===== src/rv_fetch_pkg.sv =====
package rv_fetch_pkg;

    // datapath widths
    localparam int addr_w = 32;
    localparam int inst_w = 32;

    // rv32i major opcodes, bits [6:0]
    localparam logic [6:0] op_jal    = 7'b1101111;
    localparam logic [6:0] op_branch = 7'b1100011;

    // fall-through step, one word
    localparam logic [addr_w-1:0] next_pc_step = 32'd4;

    // two-bit counter states
    // upper bit set means predict taken
    localparam logic [1:0] ctr_strong_nt = 2'b00;
    localparam logic [1:0] ctr_weak_nt   = 2'b01;
    localparam logic [1:0] ctr_strong_t  = 2'b11;

endpackage


===== src/mem_arbiter.sv =====
`timescale 1ns/10ps

module mem_arbiter #(
    parameter int mem_words_log2 = 10
) (
    input  logic                            clk,
    input  logic                            rst,
    input  logic                            d_req,
    input  logic                            d_we,
    input  logic [rv_fetch_pkg::addr_w-1:0] d_addr,
    input  logic [rv_fetch_pkg::inst_w-1:0] d_wdata,
    input  logic                            i_req,
    input  logic [rv_fetch_pkg::addr_w-1:0] i_addr,
    input  logic [rv_fetch_pkg::inst_w-1:0] m_rdata,
    output logic                            d_ack,
    output logic [rv_fetch_pkg::inst_w-1:0] d_rdata,
    output logic                            i_ack,
    output logic [rv_fetch_pkg::inst_w-1:0] i_rdata,
    output logic                            m_en,
    output logic                            m_we,
    output logic [mem_words_log2-1:0]       m_addr,
    output logic [rv_fetch_pkg::inst_w-1:0] m_wdata
);

    typedef enum logic [1:0] {
        arb_idle,
        arb_mem,
        arb_ack
    } arb_state_t;

    arb_state_t state;
    logic       grant_d;
    logic       start;

    // no new grant until the owner has seen its ack and dropped req
    assign start = (state == arb_idle) && (d_req || i_req);

    // registered word from memory is valid in the ack cycle
    assign d_rdata = m_rdata;
    assign i_rdata = m_rdata;

    always_ff @(posedge clk) begin
        if (rst) begin
            state   <= arb_idle;
            grant_d <= 1'b0;
            m_en    <= 1'b0;
            m_we    <= 1'b0;
            d_ack   <= 1'b0;
            i_ack   <= 1'b0;
        end else begin
            m_en  <= 1'b0;
            m_we  <= 1'b0;
            d_ack <= 1'b0;
            i_ack <= 1'b0;
            case (state)
                arb_idle: begin
                    if (start) begin
                        // data port wins
                        grant_d <= d_req;
                        m_en    <= 1'b1;
                        m_we    <= d_req && d_we;
                        state   <= arb_mem;
                    end
                end
                arb_mem: begin
                    d_ack <= grant_d;
                    i_ack <= !grant_d;
                    state <= arb_ack;
                end
                default: begin
                    state <= arb_idle;
                end
            endcase
        end
    end

    // byte address to word index
    always_ff @(posedge clk) begin
        if (start) begin
            m_addr  <= d_req ? d_addr[mem_words_log2+1:2] : i_addr[mem_words_log2+1:2];
            m_wdata <= d_wdata;
        end
    end

endmodule


===== config.mk =====
export PLATFORM = sky130hd
export DESIGN_NAME = mem_arbiter
export DESIGN_NICKNAME = d
export VERILOG_FILES = /design/src/rv_fetch_pkg.sv /design/src/mem_arbiter.sv
export SDC_FILE = /design/constraint.sdc
export NUM_CORES = 1
export LEC_CHECK = 0
export BUFFER_PORTS_ARGS = -buffer_cell sky130_fd_sc_hd__buf_4
export CAP_MARGIN = 20
export CORE_AREA = 2 2 95 97
export CTS_CLUSTER_SIZE = 25
export DETAILED_ROUTE_END_ITERATION = 6
export DIE_AREA = 0 0 97 99
export GPL_TIMING_DRIVEN = 0
export MAX_ROUTING_LAYER = met4
export PLACE_DENSITY = 0.66
export SLEW_MARGIN = 20
export SYNTH_ARGS = -nofsm -noshare
export SYNTH_HDL_FRONTEND = slang
export SYNTH_SLANG_ARGS = --single-unit

===== constraint.sdc =====
create_clock -name clk -period 4.4 [get_ports clk]
set_input_delay 0.22 -clock clk [delete_from_list [all_inputs] [get_ports clk]]
set_output_delay 0.22 -clock clk [all_outputs]
set_load 0.1 [all_outputs]

# [Yosys cells after proc, flatten, opt, wreduce, memory -nomap -nowiden]
# Index checks and enable logic that the tools add are counted.
[totals] reg_bits=49 input_bits=133 output_inout_bits=110 elab_cells=26
[classes] eq_ne=2 mux=4 n_bitwise=3 n_reduce_logical=9
[ops] operator="$mux W10" count=1
[ops] operator="$pmux W2 S2" count=1
[ops] operator="$reduce_or A2 Y1" count=2
[ops] operator="$not A1 Y1" count=3
[ops] operator="$reduce_or A3 Y1" count=1
[ops] operator="$eq A2 B1 Y1 const B" count=1
[ops] operator="$logic_and A1 B1 Y1" count=2
[ops] operator="$logic_not A2 Y1" count=1
[ops] operator="$mux W2" count=1
[ops] operator="$ne A2 B2 Y1 const B" count=1
[ops] operator="$reduce_and A2 Y1" count=1
[ops] operator="$logic_not A1 Y1" count=1
[ops] operator="$logic_or A1 B1 Y1" count=1
[ops] operator="$mux W1" count=1

# [Depth between registers and ports, before layout]
# Gate-level depths: netlist (run 1).
[logic_depth] ltp_word=4 mapped_depth=3 ltp_nobuf=2

# [Worst setup path after synthesis (run 1)]
# Ideal clock, no wire load.
[synth_path] path_kind="input to register" from="in d_req" to="reg m_addr[0], enable pin" setup_ps=494 arrival_time_ps=3379 required_ps=3906 path_slack_ps=527 path_stages=3 n_path_buf=1 path_cell_list="buf_2 nor2_1 nor3_1"
[synth_via] elab_chain_len=2
[synth_lines] item="start: declaration" line="mem_arbiter.sv:8" source="input logic d_req,"
[synth_lines] item="$logic_or A1 B1 Y1" line="mem_arbiter.sv:36" source="assign start = (state == arb_idle) && (d_req || i_req);"
[synth_lines] item="$logic_and A1 B1 Y1" line="mem_arbiter.sv:36"
[synth_lines] item="named net start" line="mem_arbiter.sv:33" source="logic start;"
[synth_lines] item="end signal: assignment" line="mem_arbiter.sv:80" source="m_addr <= d_req ? d_addr[mem_words_log2+1:2] : i_addr[mem_words_log2+1:2];"
[synth_lines] item="end: declaration" line="mem_arbiter.sv:21" source="output logic [mem_words_log2-1:0] m_addr,"
# The timed path passes the listed nets, and every way through them passes these cells.
# A chain may end at the register's enable or synchronous reset.

# [Final worst setup path (run 1)]
[layout_path] from="in d_req" to="reg m_wdata[26] in the netlist's numbering, enable pin"
[layout_via] elab_chain_len=2
[layout_lines] item="$logic_or A1 B1 Y1" line="mem_arbiter.sv:36"
[layout_lines] item="$logic_and A1 B1 Y1" line="mem_arbiter.sv:36"
[layout_lines] item="named net start" line="mem_arbiter.sv:33"
[layout_lines] item="end signal: assignment" line="mem_arbiter.sv:81" source="m_wdata <= d_wdata;"
[layout_lines] item="end: declaration" line="mem_arbiter.sv:22" source="output logic [rv_fetch_pkg::inst_w-1:0] m_wdata"
# The timed path passes the listed nets, and every way through them passes these cells.

==> report_table.html, run 1 <==
<table>
<tr><th>Metric</th><th>Value</th></tr>
<tr><th colspan="2">Clocking</th></tr>
<tr><td>Clock transition at path regs</td><td>0.09 ns</td></tr>
<tr><td>Clock net sink count</td><td>49</td></tr>
<tr><td>Post CTS Setup Buffer Count</td><td>0</td></tr>
<tr><td>Root Buffer Master</td><td>clkbuf_8</td></tr>
<tr><td>Number of buffers inserted by hold repair at cts</td><td>0</td></tr>
<tr><td>Clk buf depth</td><td>2</td></tr>
<tr><td>Clock buffer count from CTS</td><td>5</td></tr>
<tr><td># resized after CTS</td><td>0</td></tr>
<tr><td>Level count of the clock H-tree</td><td>2</td></tr>
<tr><td>CTS tree</td><td>yes</td></tr>
<tr><td>Clock latency reported for the late side of the worst-skew pair</td><td>0.30 ns</td></tr>
<tr><th colspan="2">Place</th></tr>
<tr><td>Port Buf Inserts</td><td>between 150 and 200</td></tr>
<tr><td>HPWL Detailed</td><td>roughly 4700 microns</td></tr>
<tr><td>Routability Congestion</td><td>0.8201</td></tr>
<tr><td>Cell area after placement</td><td>3493 sq um</td></tr>
<tr><td>Placement Setup Slack</td><td>between 2 and 2.5 ns</td></tr>
<tr><th colspan="2">Synthesis</th></tr>
<tr><td>Mapped cell area</td><td>2077 sq um</td></tr>
<tr><td>Average footprint of a synthesized cell</td><td>15.16 sq um</td></tr>
<tr><td>Fraction of synthesis flops using an asynchronous set or reset pin</td><td>0</td></tr>
<tr><td>Number of enable-type register cells in the synthesized netlist</td><td>42</td></tr>
<tr><td>Post-Synthesis Net Count</td><td>270</td></tr>
<tr><td>Count of cell types in the netlist</td><td>15</td></tr>
<tr><td>Warnings, synthesis</td><td>0</td></tr>
<tr><td>FF+latch count, synth</td><td>49</td></tr>
<tr><td>Synthesized instance count</td><td>137</td></tr>
<tr><td>Simple-gate share of the synthesized area</td><td>0.03313</td></tr>
<tr><td>Post-synthesis mux area share</td><td>0.05422</td></tr>
<tr><td>Top-count cell post-synth</td><td>buf_4</td></tr>
<tr><td>Most frequent cells after synthesis</td><td>64 x buf_4, 42 x edfxtp_1, 10 x mux2_2</td></tr>
<tr><td>Leading area contributor after synthesis</td><td>edfxtp_1</td></tr>
<tr><td>Synth Flop Type</td><td>edfxtp_1</td></tr>
<tr><td>Main combinational cell family by area after synthesis</td><td>buffers and inverters</td></tr>
<tr><td>Post-synthesis adder-cell area fraction</td><td>0</td></tr>
<tr><td>Xor and xnor area share after synthesis</td><td>0</td></tr>
<tr><td>Area share of the leading cell type in the synthesized netlist</td><td>0.6072</td></tr>
<tr><td>Sequential element share of the synthesized area</td><td>0.6747</td></tr>
<tr><td>Cell types with the largest area share after synthesis</td><td>edfxtp_1 61%, buf_4 23%, dfxtp_1 6.7%</td></tr>
<tr><td>Area fraction in compound gates after synthesis</td><td>0.002410</td></tr>
<tr><th colspan="2">Floorplan</th></tr>
<tr><td>Horiz. Die Dim</td><td>97 microns</td></tr>
<tr><td>Count of standard-cell rows</td><td>34</td></tr>
<tr><td>Initial cell density of the core</td><td>0.2429</td></tr>
<tr><td>Area of the core</td><td>8551 sq um</td></tr>
<tr><td>Die height</td><td>99 microns</td></tr>
<tr><td>Number of primary I/O pins</td><td>243</td></tr>
<tr><td>Die outline area</td><td>between 9000 and 10000 sq um</td></tr>
<tr><th colspan="2">Timing</th></tr>
<tr><td>Setup skew after layout</td><td>0.004167 ns</td></tr>
<tr><td>Setup violations, final</td><td>0</td></tr>
<tr><td>Clock period minus worst slack</td><td>roughly 1.7 ns</td></tr>
<tr><td>Final critical-path share of the clock period</td><td>0.3969</td></tr>
<tr><td>Slew @ Worst Pin</td><td>0.6379 ns</td></tr>
<tr><td>Number of pins with negative max-slew slack in the final report</td><td>0</td></tr>
<tr><td>RSZ-0062 raised after global routing</td><td>false</td></tr>
<tr><td>Remaining max-slew budget at the tightest pin</td><td>0.5724</td></tr>
<tr><td>Highest attainable clock frequency</td><td>572.7 MHz</td></tr>
<tr><td>Hold violation total from the final report</td><td>0</td></tr>
<tr><td>Worst setup margin</td><td>2.654 ns</td></tr>
<tr><th colspan="2">Final layout</th></tr>
<tr><td>Fraction of layout instances using a drive strength above 1</td><td>0.8032</td></tr>
<tr><td>Final design instance area without fill</td><td>3581 sq um</td></tr>
<tr><td>Fillcell total</td><td>776</td></tr>
<tr><td>Area Growth Syn to Fin</td><td>72.41%</td></tr>
<tr><td>Number of nets in the finished design</td><td>between 400 and 500</td></tr>
<tr><td>Ant. Diodes</td><td>0</td></tr>
<tr><th colspan="2">Setup path</th></tr>
<tr><td>Arrival time at the worst endpoint</td><td>1.75 ns</td></tr>
<tr><td>Number of cells traversed by the worst register-to-register path</td><td>3</td></tr>
<tr><td>Register-to-register setup slack</td><td>2.66 ns</td></tr>
<tr><td>Cell chain of the critical path</td><td>buf_4 &gt; buf_2 &gt; nor2_1 &gt; nor3_2 &gt; buf_4 &gt; buf_4</td></tr>
<tr><td>Startpoint of the most critical register-to-register path</td><td>state[1]</td></tr>
<tr><td>Worst Path Max Fanout</td><td>11</td></tr>
<tr><td>Slowest stage cell, crit path</td><td>nor3_2</td></tr>
<tr><td>Most numerous cell on the critical path</td><td>buf_4</td></tr>
<tr><td>Critical path's largest stage delay</td><td>0.51 ns</td></tr>
<tr><td>Critical path origin</td><td>d_req</td></tr>
<tr><td>Last element of the critical path</td><td>m_wdata[26]</td></tr>
<tr><td>Capture point of the worst reg-to-reg path</td><td>m_wdata[26]</td></tr>
<tr><td>Critical path start-end classification</td><td>in2reg</td></tr>
<tr><td>Worst setup EP type</td><td>flop</td></tr>
<tr><td>Critical Path Start Type</td><td>input pin</td></tr>
<tr><td>Endpoint required time on the critical path</td><td>~4.4 ns</td></tr>
<tr><th colspan="2">Drt</th></tr>
<tr><td>Via density</td><td>~3.8</td></tr>
<tr><td>Post-DRT Antenna Nets</td><td>0</td></tr>
<tr><td>DR pass1 iterations</td><td>4</td></tr>
<tr><td>Post-Route WL</td><td>5502 microns</td></tr>
<tr><td>Total via count after detailed routing</td><td>1623</td></tr>
<tr><td>Average routed wire per standard cell</td><td>13.01 microns</td></tr>
<tr><td>First DRT Iteration DRCs</td><td>between 40 and 50</td></tr>
<tr><td>Drt drc</td><td>0</td></tr>
<tr><th colspan="2">Global routing</th></tr>
<tr><td>Largest net degree at the start of global routing</td><td>16</td></tr>
<tr><td>Vias in the first global route</td><td>1647</td></tr>
<tr><td>Antenna violations before repair</td><td>0</td></tr>
<tr><td>Total routing resource utilization after global routing</td><td>0.1113</td></tr>
<tr><td>Overall overflow remaining after global route</td><td>0</td></tr>
<tr><td>First-pass GRT wire length</td><td>8245 microns</td></tr>
<tr><th colspan="2">Job</th></tr>
<tr><td># Max-Cap Violations</td><td>0</td></tr>
<tr><th colspan="2">Power and ir drop</th></tr>
<tr><td>Total leakage power</td><td>1.705 nW</td></tr>
<tr><td>Power per unit of standard cell area</td><td>436.6 nW/um^2</td></tr>
<tr><td>Maximum VDD drop</td><td>0.0001335 V</td></tr>
<tr><th colspan="2">Run status</th></tr>
<tr><td>Run status</td><td>complete, no violations</td></tr>
<tr><th colspan="2">Min path</th></tr>
<tr><td>Hold Path Class</td><td>in2reg</td></tr>
</table>
[stage by stage]
step / utilization / total power [mW] / TNS, ns / instances / hold slack, ns
final: 0.4188 / 1.563 / 0 / 423 / 0.09257
after global routing: 0.4188 / 1.615 / 0 / 423 / 0.07400
after CTS: 0.4188 / 1.579 / 0 / 423 / 0.07968
after detailed placement: 0.4085 / 1.322 / 0 / 415 / 0.3997
after global placement: 0.4044 / 1.315 / -36.09 / 411 / 0.3984
after floorplan: - / 1.165 / 0 / 137 / 0.2971
[cells by family (layout without fill, tap and decap cells)]
kind of cell,count (synthesis),count (layout)
compound gates,1,1
mux,10,10
buf+inv,66,244
simple gates,11,11
flops,49,49
[flip-flops by register name, indices dropped and copies added (netlist names)]
register  cells
m_addr       10
d_ack         1
state         2
m_wdata      32
m_en          1
m_we          1
grant_d       1
i_ack         1
[worst max-delay path: cells and delay by family]
family	cells	cell delay (ns)
buffers and inverters	4	0.86
and+or+nand+nor	2	0.65
[how the worst min path moves through the flow]
stage / from / to / depth (start not counted)
floorplan: rst / m_en / 1
global placement: d_wdata[8] / m_wdata[8] / 1
detailed placement: d_wdata[30] / m_wdata[30] / 1
CTS: d_wdata[25] / m_wdata[25] / 1
global route: d_wdata[2] / m_wdata[2] / 1
finish: d_wdata[2] / m_wdata[2] / 1
[final cells by class]
type,count,area (sq um),share of cell area
timing repair buffer,170,1276,0.3564
sequential,49,1401,0.3913
clock buffer,6,72.57,0.02027
tap,108,135.1,0.03774
buffer,65,485.5,0.1356
inverter,1,3.754,0.001048
multi-input combinational,22,191.4,0.05346
clock inverter,2,15.01,0.004193
[metal layers]
metal,routed length (microns),track usage
met5,0,-
met4,67,0.03250
met3,751,0.03546
met2,2670,0.1939
met1,2014,0.1224
[layout by cell type (no fill, tap or decap)]
| master | n |
|---|---|
| clkbuf_1 | 1 |
| clkinvlp_4 | 2 |
| nand2b_1 | 1 |
| edfxtp_1 | 42 |
| nor3_2 | 1 |
| buf_2 | 1 |
| nor4_1 | 2 |
| dfxtp_1 | 7 |
| clkbuf_8 | 5 |
| buf_4 | 234 |
| nor3b_1 | 2 |
| nor2b_1 | 1 |
| inv_1 | 1 |
| and2_1 | 1 |
| nor2_1 | 2 |
| o21ai_0 | 1 |
| mux2_2 | 10 |
| or4b_1 | 1 |
[power by group]
group	switching (mW)	total, mW	internal, mW
Sequential	0.0134	0.569	0.556
Clock	0.144	0.256	0.112
Combinational	0.572	0.739	0.167
Total	0.729	1.56	0.834
(Power assumes the default switching activity.)
==> inputs of run 2 (changes only) <==
--- a/config.mk
+++ b/config.mk
@@ -5,6 +5,7 @@
 export SDC_FILE = /design/constraint.sdc
 export NUM_CORES = 1
 export LEC_CHECK = 0
+export ABC_AREA = 1
 export BUFFER_PORTS_ARGS = -buffer_cell sky130_fd_sc_hd__buf_4
 export CAP_MARGIN = 20
 export CORE_AREA = 2 2 95 97
==> constraint.sdc (replaced) <==
create_clock -name clk -period 1.8 [get_ports clk]
set_input_delay 0.09 -clock clk [delete_from_list [all_inputs] [get_ports clk]]
set_output_delay 0.09 -clock clk [all_outputs]
set_load 0.1 [all_outputs]
==> report_table.html, run 2 <==
<table>
<tr><th>Metric</th><th>Value</th></tr>
<tr><th colspan="2">Run status</th></tr>
<tr><td>Run status</td><td>complete, no violations</td></tr>
<tr><th colspan="2">Clocking</th></tr>
<tr><td>Clock buffer count from CTS</td><td>5</td></tr>
<tr><td>Post CTS Setup Buffer Count</td><td>0</td></tr>
<tr><td>Clock net sink count</td><td>just under 50</td></tr>
<tr><td>CTS tree</td><td>yes</td></tr>
<tr><td>Root Buffer Master</td><td>clkbuf_8</td></tr>
<tr><td>Level count of the clock H-tree</td><td>2</td></tr>
<tr><td>Number of buffers inserted by hold repair at cts</td><td>33</td></tr>
<tr><td>Clock transition at path regs</td><td>0.09 ns</td></tr>
<tr><td>Clk buf depth</td><td>2</td></tr>
<tr><td>Clock latency reported for the late side of the worst-skew pair</td><td>around 0.29 ns</td></tr>
<tr><td># resized after CTS</td><td>0</td></tr>
<tr><th colspan="2">Synthesis</th></tr>
<tr><td>Most frequent cells after synthesis</td><td>65 x buf_4, 42 x edfxtp_1, 31 x nand2_1</td></tr>
<tr><td>Number of enable-type register cells in the synthesized netlist</td><td>42</td></tr>
<tr><td>Synthesized instance count</td><td>165</td></tr>
<tr><td>Mapped cell area</td><td>2115 sq um</td></tr>
<tr><td>Top-count cell post-synth</td><td>buf_4</td></tr>
<tr><td>FF+latch count, synth</td><td>49</td></tr>
<tr><td>Synth Flop Type</td><td>edfxtp_1</td></tr>
<tr><td>Average footprint of a synthesized cell</td><td>12.82 sq um</td></tr>
<tr><td>Fraction of synthesis flops using an asynchronous set or reset pin</td><td>0</td></tr>
<tr><td>Leading area contributor after synthesis</td><td>edfxtp_1</td></tr>
<tr><td>Post-Synthesis Net Count</td><td>298</td></tr>
<tr><td>Warnings, synthesis</td><td>0</td></tr>
<tr><td>Area share of the leading cell type in the synthesized netlist</td><td>0.5964</td></tr>
<tr><td>Sequential element share of the synthesized area</td><td>0.6627</td></tr>
<tr><td>Count of cell types in the netlist</td><td>12</td></tr>
<tr><td>Cell types with the largest area share after synthesis</td><td>edfxtp_1 60%, buf_4 23%, dfxtp_1 6.6%</td></tr>
<tr><th colspan="2">Setup path</th></tr>
<tr><td>Kind of cell adding the most delay to the critical path</td><td>buffers and inverters</td></tr>
<tr><td>Critical Path Start Type</td><td>flop</td></tr>
<tr><td>Slowest stage cell, crit path</td><td>dfxtp_1</td></tr>
<tr><td>Endpoint required time on the critical path</td><td>around 1.8 ns</td></tr>
<tr><td>Worst Path Max Fanout</td><td>37</td></tr>
<tr><td>Critical path's largest stage delay</td><td>0.33 ns</td></tr>
<tr><td>Critical path start-end classification</td><td>reg2reg</td></tr>
<tr><td>Arrival time at the worst endpoint</td><td>1.28 ns</td></tr>
<tr><td>Cell chain of the critical path</td><td>nor2_2 &gt; nand2_2 &gt; inv_2 &gt; buf_12</td></tr>
<tr><td>Worst path bufs/invs</td><td>2</td></tr>
<tr><td>Worst setup EP type</td><td>flop</td></tr>
<tr><th colspan="2">Global routing</th></tr>
<tr><td>First-pass GRT wire length</td><td>9163 microns</td></tr>
<tr><td>Total routing resource utilization after global routing</td><td>0.1252</td></tr>
<tr><td>Antenna violations before repair</td><td>0</td></tr>
<tr><td>Largest net degree at the start of global routing</td><td>38</td></tr>
<tr><td>Overall overflow remaining after global route</td><td>0</td></tr>
<tr><td>Vias in the first global route</td><td>~1800</td></tr>
<tr><th colspan="2">Drt</th></tr>
<tr><td>Post-Route WL</td><td>6085 microns</td></tr>
<tr><td>Total via count after detailed routing</td><td>1828</td></tr>
<tr><td>First DRT Iteration DRCs</td><td>between 70 and 80</td></tr>
<tr><td>Average routed wire per standard cell</td><td>12.65 microns</td></tr>
<tr><td>Post-DRT Antenna Nets</td><td>0</td></tr>
<tr><td>DR pass1 iterations</td><td>4</td></tr>
<tr><td>Via density</td><td>3.800</td></tr>
<tr><td>Drt drc</td><td>0</td></tr>
<tr><th colspan="2">Final layout</th></tr>
<tr><td>Fraction of layout instances using a drive strength above 1</td><td>0.6702</td></tr>
<tr><td>Most frequent standard cell in the layout excluding fill and tap cells</td><td>buf_4</td></tr>
<tr><td>Number of flip-flops in the largest register</td><td>32</td></tr>
<tr><td>Area Growth Syn to Fin</td><td>86.15%</td></tr>
<tr><td>Ant. Diodes</td><td>0</td></tr>
<tr><td>Top library cells by usage in the layout, fill and taps aside</td><td>231 x buf_4, 42 x edfxtp_1, 33 x dlygate4sd3_1</td></tr>
<tr><td>Most flop-heavy register</td><td>m_wdata</td></tr>
<tr><td>Registers with the highest flip-flop counts</td><td>m_wdata: 32 flops, m_addr: 10 flops, state: 2 flops</td></tr>
<tr><td>Layout Cells excl Fill</td><td>481</td></tr>
<tr><td>Number of nets in the finished design</td><td>between 500 and 600</td></tr>
<tr><td>Fillcell total</td><td>750</td></tr>
<tr><td>Final core area utilization</td><td>0.4603</td></tr>
<tr><th colspan="2">Timing</th></tr>
<tr><td>RSZ-0062 raised after global routing</td><td>false</td></tr>
<tr><td>Slew @ Worst Pin</td><td>0.2937 ns</td></tr>
<tr><td>Remaining max-slew budget at the tightest pin</td><td>0.8058</td></tr>
<tr><td>Hold violation total from the final report</td><td>0</td></tr>
<tr><td>Worst setup margin</td><td>slightly above 0.5 ns</td></tr>
<tr><td>Clock period minus worst slack</td><td>1.291 ns</td></tr>
<tr><td>Number of pins with negative max-slew slack in the final report</td><td>0</td></tr>
<tr><td>Setup total negative slack</td><td>0 ns</td></tr>
<tr><td>Setup violations, final</td><td>0</td></tr>
<tr><td>Setup skew after layout</td><td>roughly 0.0041 ns</td></tr>
<tr><td>Final critical-path share of the clock period</td><td>0.7170</td></tr>
<tr><td>Highest attainable clock frequency</td><td>774.9 MHz</td></tr>
<tr><th colspan="2">Floorplan</th></tr>
<tr><td>Die height</td><td>99 microns</td></tr>
<tr><td>Horiz. Die Dim</td><td>97 microns</td></tr>
<tr><td>Area of the core</td><td>8551 sq um</td></tr>
<tr><td>Initial cell density of the core</td><td>0.2473</td></tr>
<tr><td>Number of primary I/O pins</td><td>about 240</td></tr>
<tr><td>Die outline area</td><td>9603 sq um</td></tr>
<tr><td>Count of standard-cell rows</td><td>34</td></tr>
<tr><th colspan="2">Power and ir drop</th></tr>
<tr><td>Maximum VDD drop</td><td>between 0.0003 and 0.0004 V</td></tr>
<tr><td>Overall Power</td><td>3.888 mW</td></tr>
<tr><td>Total leakage power</td><td>1.927 nW</td></tr>
<tr><td>Power per unit of standard cell area</td><td>around 1000 nW/um^2</td></tr>
<tr><th colspan="2">Place</th></tr>
<tr><td>Dpl cells</td><td>440</td></tr>
<tr><td>Placement Setup Slack</td><td>0.5094 ns</td></tr>
<tr><td>HPWL Detailed</td><td>roughly 4600 microns</td></tr>
<tr><td>Routability Congestion</td><td>approximately 0.84</td></tr>
<tr><td>Port Buf Inserts</td><td>166</td></tr>
<tr><th colspan="2">Job</th></tr>
<tr><td># Max-Cap Violations</td><td>0</td></tr>
<tr><th colspan="2">Min path</th></tr>
<tr><td>Hold Path Class</td><td>in2reg</td></tr>
</table>
run 2: cells by family after synthesis:
| kind of cell | after synthesis | share of synthesized area |
|---|---|---|
| buffers and inverters | 73 | 0.2485 |
| flip-flops | 49 | 0.6627 |
| AO/OA/AOI/OAI | 1 | 0.004143 |
| AND/OR/NAND/NOR | 42 | 0.08461 |
run 2: final cells by class:
| class | count | area (sq um) | area share |
|---|---|---|---|
| well taps | 108 | 135.1 | 0.03433 |
| repair buffers | 200 | 1597 | 0.4056 |
| clock inverters | 3 | 21.27 | 0.005404 |
| multi-input cells | 43 | 187.7 | 0.04768 |
| inverters | 7 | 26.28 | 0.006675 |
| plain buffers | 66 | 499.2 | 0.1268 |
| clock buffers | 5 | 68.82 | 0.01748 |
| flip-flops and latches | 49 | 1401 | 0.3560 |
run 2: worst paths after layout:
| check | from | end | slack (ns) | cells past startpoint |
|---|---|---|---|---|
| max | state[1] | m_addr[6] | 0.51 | 4 |
| min reg2reg | grant_d | d_ack | 0.47 | 2 |
| max reg2reg | state[1] | m_addr[6] | 0.51 | 4 |
| min | d_we | m_we | 0.03 | 2 |
run 2: per-layer routing:
metal	vias up	wire length (microns)	track usage
met2	151	2969	0.2190
li1	879	-	-
met1	796	2357	0.1376
met3	2	727	0.04184
met5	-	0	-
met4	0	31	0.03250
run 2: worst register-to-register path, delay by kind of cell (launching register included):
kind	cells	cell delay [ns]
AND/OR/NAND/NOR	2	0.26
flip-flops	1	0.33
buffers and inverters	2	0.39
run 2: where the power goes:
group          switching [mW]  leakage, nW  internal, mW  total, mW
clock network           0.349       0.0445         0.276      0.624
registers              0.0348        0.470          1.36       1.39
logic                    1.42         1.41         0.446       1.87
total                    1.81         1.93          2.08       3.89
run 2: stage by stage:
stage | instance area (sq um) | hold slack, ns
CTS | 3936 | 0.02097
detailed placement | 3516 | 0.2693
global placement | 3496 | 0.2684
finish | 3936 | 0.02962
floorplan | 2115 | 0.1524
global route | 3936 | 0.02858
==> inputs of run 3 (changes only) <==
==> constraint.sdc (replaced) <==
create_clock -name clk -period 1.35 [get_ports clk]
set_input_delay 0.0675 -clock clk [delete_from_list [all_inputs] [get_ports clk]]
set_output_delay 0.0675 -clock clk [all_outputs]
set_load 0.1 [all_outputs]
==> report_table.html, run 3 (synthesized netlist as in run 2, its figures left out) <==
<table>
<tr><th>Metric</th><th>Value</th></tr>
<tr><th colspan="2">Timing</th></tr>
<tr><td>Worst setup margin</td><td>~0.18 ns</td></tr>
<tr><td>Setup total negative slack</td><td>0 ns</td></tr>
<tr><td>Number of pins with negative max-slew slack in the final report</td><td>0</td></tr>
<tr><td>Highest attainable clock frequency</td><td>858.3 MHz</td></tr>
<tr><td>Worst hold margin</td><td>around 0.014 ns</td></tr>
<tr><td>Hold violation total from the final report</td><td>0</td></tr>
<tr><td>Final critical-path share of the clock period</td><td>0.8630</td></tr>
<tr><td>Setup skew after layout</td><td>around 0.0023 ns</td></tr>
<tr><td>RSZ-0062 raised after global routing</td><td>false</td></tr>
<tr><td>Setup violations, final</td><td>0</td></tr>
<tr><td>Remaining max-slew budget at the tightest pin</td><td>0.8053</td></tr>
<tr><td>Clock period minus worst slack</td><td>1.165 ns</td></tr>
<tr><td>Slew @ Worst Pin</td><td>0.2945 ns</td></tr>
<tr><th colspan="2">Global routing</th></tr>
<tr><td>Antenna violations before repair</td><td>0</td></tr>
<tr><td>Largest net degree at the start of global routing</td><td>22</td></tr>
<tr><td>Overall overflow remaining after global route</td><td>0</td></tr>
<tr><td>First-pass GRT wire length</td><td>9411 microns</td></tr>
<tr><td>Total routing resource utilization after global routing</td><td>0.1292</td></tr>
<tr><td>Vias in the first global route</td><td>1855</td></tr>
<tr><th colspan="2">Drt</th></tr>
<tr><td>Via density</td><td>approximately 3.8</td></tr>
<tr><td>Average routed wire per standard cell</td><td>13.31 microns</td></tr>
<tr><td>Post-Route WL</td><td>approximately 6400 microns</td></tr>
<tr><td>First DRT Iteration DRCs</td><td>53</td></tr>
<tr><td>Post-DRT Antenna Nets</td><td>0</td></tr>
<tr><td>Total via count after detailed routing</td><td>around 1900</td></tr>
<tr><td>Drt drc</td><td>0</td></tr>
<tr><td>DR pass1 iterations</td><td>4</td></tr>
<tr><th colspan="2">Final layout</th></tr>
<tr><td>Registers with the highest flip-flop counts</td><td>m_wdata: 32 flops, m_addr: 10 flops, state: 2 flops</td></tr>
<tr><td>Top library cells by usage in the layout, fill and taps aside</td><td>231 x buf_4, 42 x edfxtp_1, 33 x dlygate4sd3_1</td></tr>
<tr><td>Most frequent standard cell in the layout excluding fill and tap cells</td><td>buf_4</td></tr>
<tr><td>Area Growth Syn to Fin</td><td>86.92%</td></tr>
<tr><td>Final core area utilization</td><td>0.4622</td></tr>
<tr><td>Number of flip-flops in the largest register</td><td>32</td></tr>
<tr><td>Ant. Diodes</td><td>0</td></tr>
<tr><td>Number of nets in the finished design</td><td>507</td></tr>
<tr><td>Fraction of layout instances using a drive strength above 1</td><td>0.6747</td></tr>
<tr><td>Most flop-heavy register</td><td>m_wdata</td></tr>
<tr><th colspan="2">Min path</th></tr>
<tr><td>Hold Path Class</td><td>in2reg</td></tr>
<tr><th colspan="2">Setup path</th></tr>
<tr><td>Critical path start-end classification</td><td>reg2reg</td></tr>
<tr><td>Kind of cell adding the most delay to the critical path</td><td>flip-flops</td></tr>
<tr><td>Cell chain of the critical path</td><td>nor2_4 &gt; nand2_4 &gt; clkinvlp_4</td></tr>
<tr><td>Endpoint required time on the critical path</td><td>around 1.3 ns</td></tr>
<tr><td>Slowest stage cell, crit path</td><td>dfxtp_2</td></tr>
<tr><td>Worst Path Max Fanout</td><td>11</td></tr>
<tr><td>Worst path bufs/invs</td><td>1</td></tr>
<tr><td>Worst setup EP type</td><td>flop</td></tr>
<tr><td>Critical Path Start Type</td><td>flop</td></tr>
<tr><td>Critical path's largest stage delay</td><td>0.37 ns</td></tr>
<tr><td>Arrival time at the worst endpoint</td><td>1.15 ns</td></tr>
<tr><th colspan="2">Power and ir drop</th></tr>
<tr><td>Power per unit of standard cell area</td><td>1315 nW/um^2</td></tr>
<tr><td>Total leakage power</td><td>1.911 nW</td></tr>
<tr><td>Maximum VDD drop</td><td>0.0004405 V</td></tr>
<tr><th colspan="2">Clocking</th></tr>
<tr><td>Level count of the clock H-tree</td><td>2</td></tr>
<tr><td>Clock buffer count from CTS</td><td>5</td></tr>
<tr><td>Clk buf depth</td><td>2</td></tr>
<tr><td>Clock latency reported for the late side of the worst-skew pair</td><td>0.29 ns</td></tr>
<tr><td>Post CTS Setup Buffer Count</td><td>0</td></tr>
<tr><td>Clock transition at path regs</td><td>0.09 ns</td></tr>
<tr><td>Clock net sink count</td><td>~50</td></tr>
<tr><td>CTS tree</td><td>yes</td></tr>
<tr><td>Root Buffer Master</td><td>clkbuf_8</td></tr>
<tr><th colspan="2">Run status</th></tr>
<tr><td>Run status</td><td>complete, no violations</td></tr>
<tr><th colspan="2">Floorplan</th></tr>
<tr><td>Initial cell density of the core</td><td>0.2473</td></tr>
<tr><td>Die outline area</td><td>between 9000 and 10000 sq um</td></tr>
<tr><td>Die height</td><td>99 microns</td></tr>
<tr><td>Area of the core</td><td>roughly 8600 sq um</td></tr>
<tr><td>Number of primary I/O pins</td><td>243</td></tr>
<tr><td>Horiz. Die Dim</td><td>approximately 97 microns</td></tr>
<tr><td>Count of standard-cell rows</td><td>34</td></tr>
<tr><th colspan="2">Place</th></tr>
<tr><td>Routability Congestion</td><td>0.7841</td></tr>
<tr><td>Placement Setup Slack</td><td>-0.3440 ns</td></tr>
<tr><td>HPWL Detailed</td><td>roughly 4900 microns</td></tr>
<tr><td>Port Buf Inserts</td><td>between 150 and 200</td></tr>
<tr><th colspan="2">Job</th></tr>
<tr><td># Max-Cap Violations</td><td>0</td></tr>
</table>
-- run 3: area by class of cell --
type | instances | area [sq um]
multi-input combinational | 43 | 197.7
timing repair inverter | 3 | 22.52
tap | 108 | 135.1
timing repair buffer | 199 | 1577
inverter | 7 | 30.03
fill | 761 | 4598
sequential | 49 | 1404
clock buffer | 6 | 72.57
clock inverter | 2 | 15.01
buffer | 66 | 499.2
-- run 3: path summary, 6_finish.rpt --
check,endpoint,slack [ns],depth (start not counted),from
worst max-delay path,m_addr[1],0.18,3,state[0]
worst min-delay path,m_we,0.01,2,d_we
worst max register to register,m_addr[1],0.18,3,state[0]
worst min register to register,i_ack,0.46,1,grant_d
-- run 3: what timing repair did --
item	in CTS	in global routing
cloned	2	1
hold buffers	33	0
resized for setup	2	1
setup endpoints to repair	42	21
endpoints found under the hold margin	36	0
-- run 3: stage by stage --
step,cells,area (sq um),power [mW]
2_1_floorplan,165,2131,3.811
3_3_place_gp,439,3512,4.292
3_5_place_dp,439,3512,4.307
4_1_cts,482,3945,5.219
5_1_grt,483,3953,5.371
6_report,483,3953,5.198
-- run 3: per-layer routing --
| metal | global-route usage | vias up | routed length, microns |
|---|---|---|---|
| met3 | 0.03546 | 7 | 734 |
| met4 | 0.03575 | 0 | 65 |
| met5 | - | - | 0 |
| met1 | 0.1360 | 805 | 2374 |
| met2 | 0.2377 | 155 | 3253 |
| li1 | - | 884 | - |
-- run 3: worst register-to-register path, delay by kind of cell (launching register included) --
kind / cells / cell delay [ns]
AND/OR/NAND/NOR: 2 / 0.20
flip-flops: 1 / 0.37
buffers and inverters: 1 / 0.28
-- run 3: power breakdown --
| part | internal, mW | switching (mW) |
|---|---|---|
| clock network | 0.365 | 0.471 |
| registers | 1.81 | 0.0463 |
| logic | 0.588 | 1.91 |
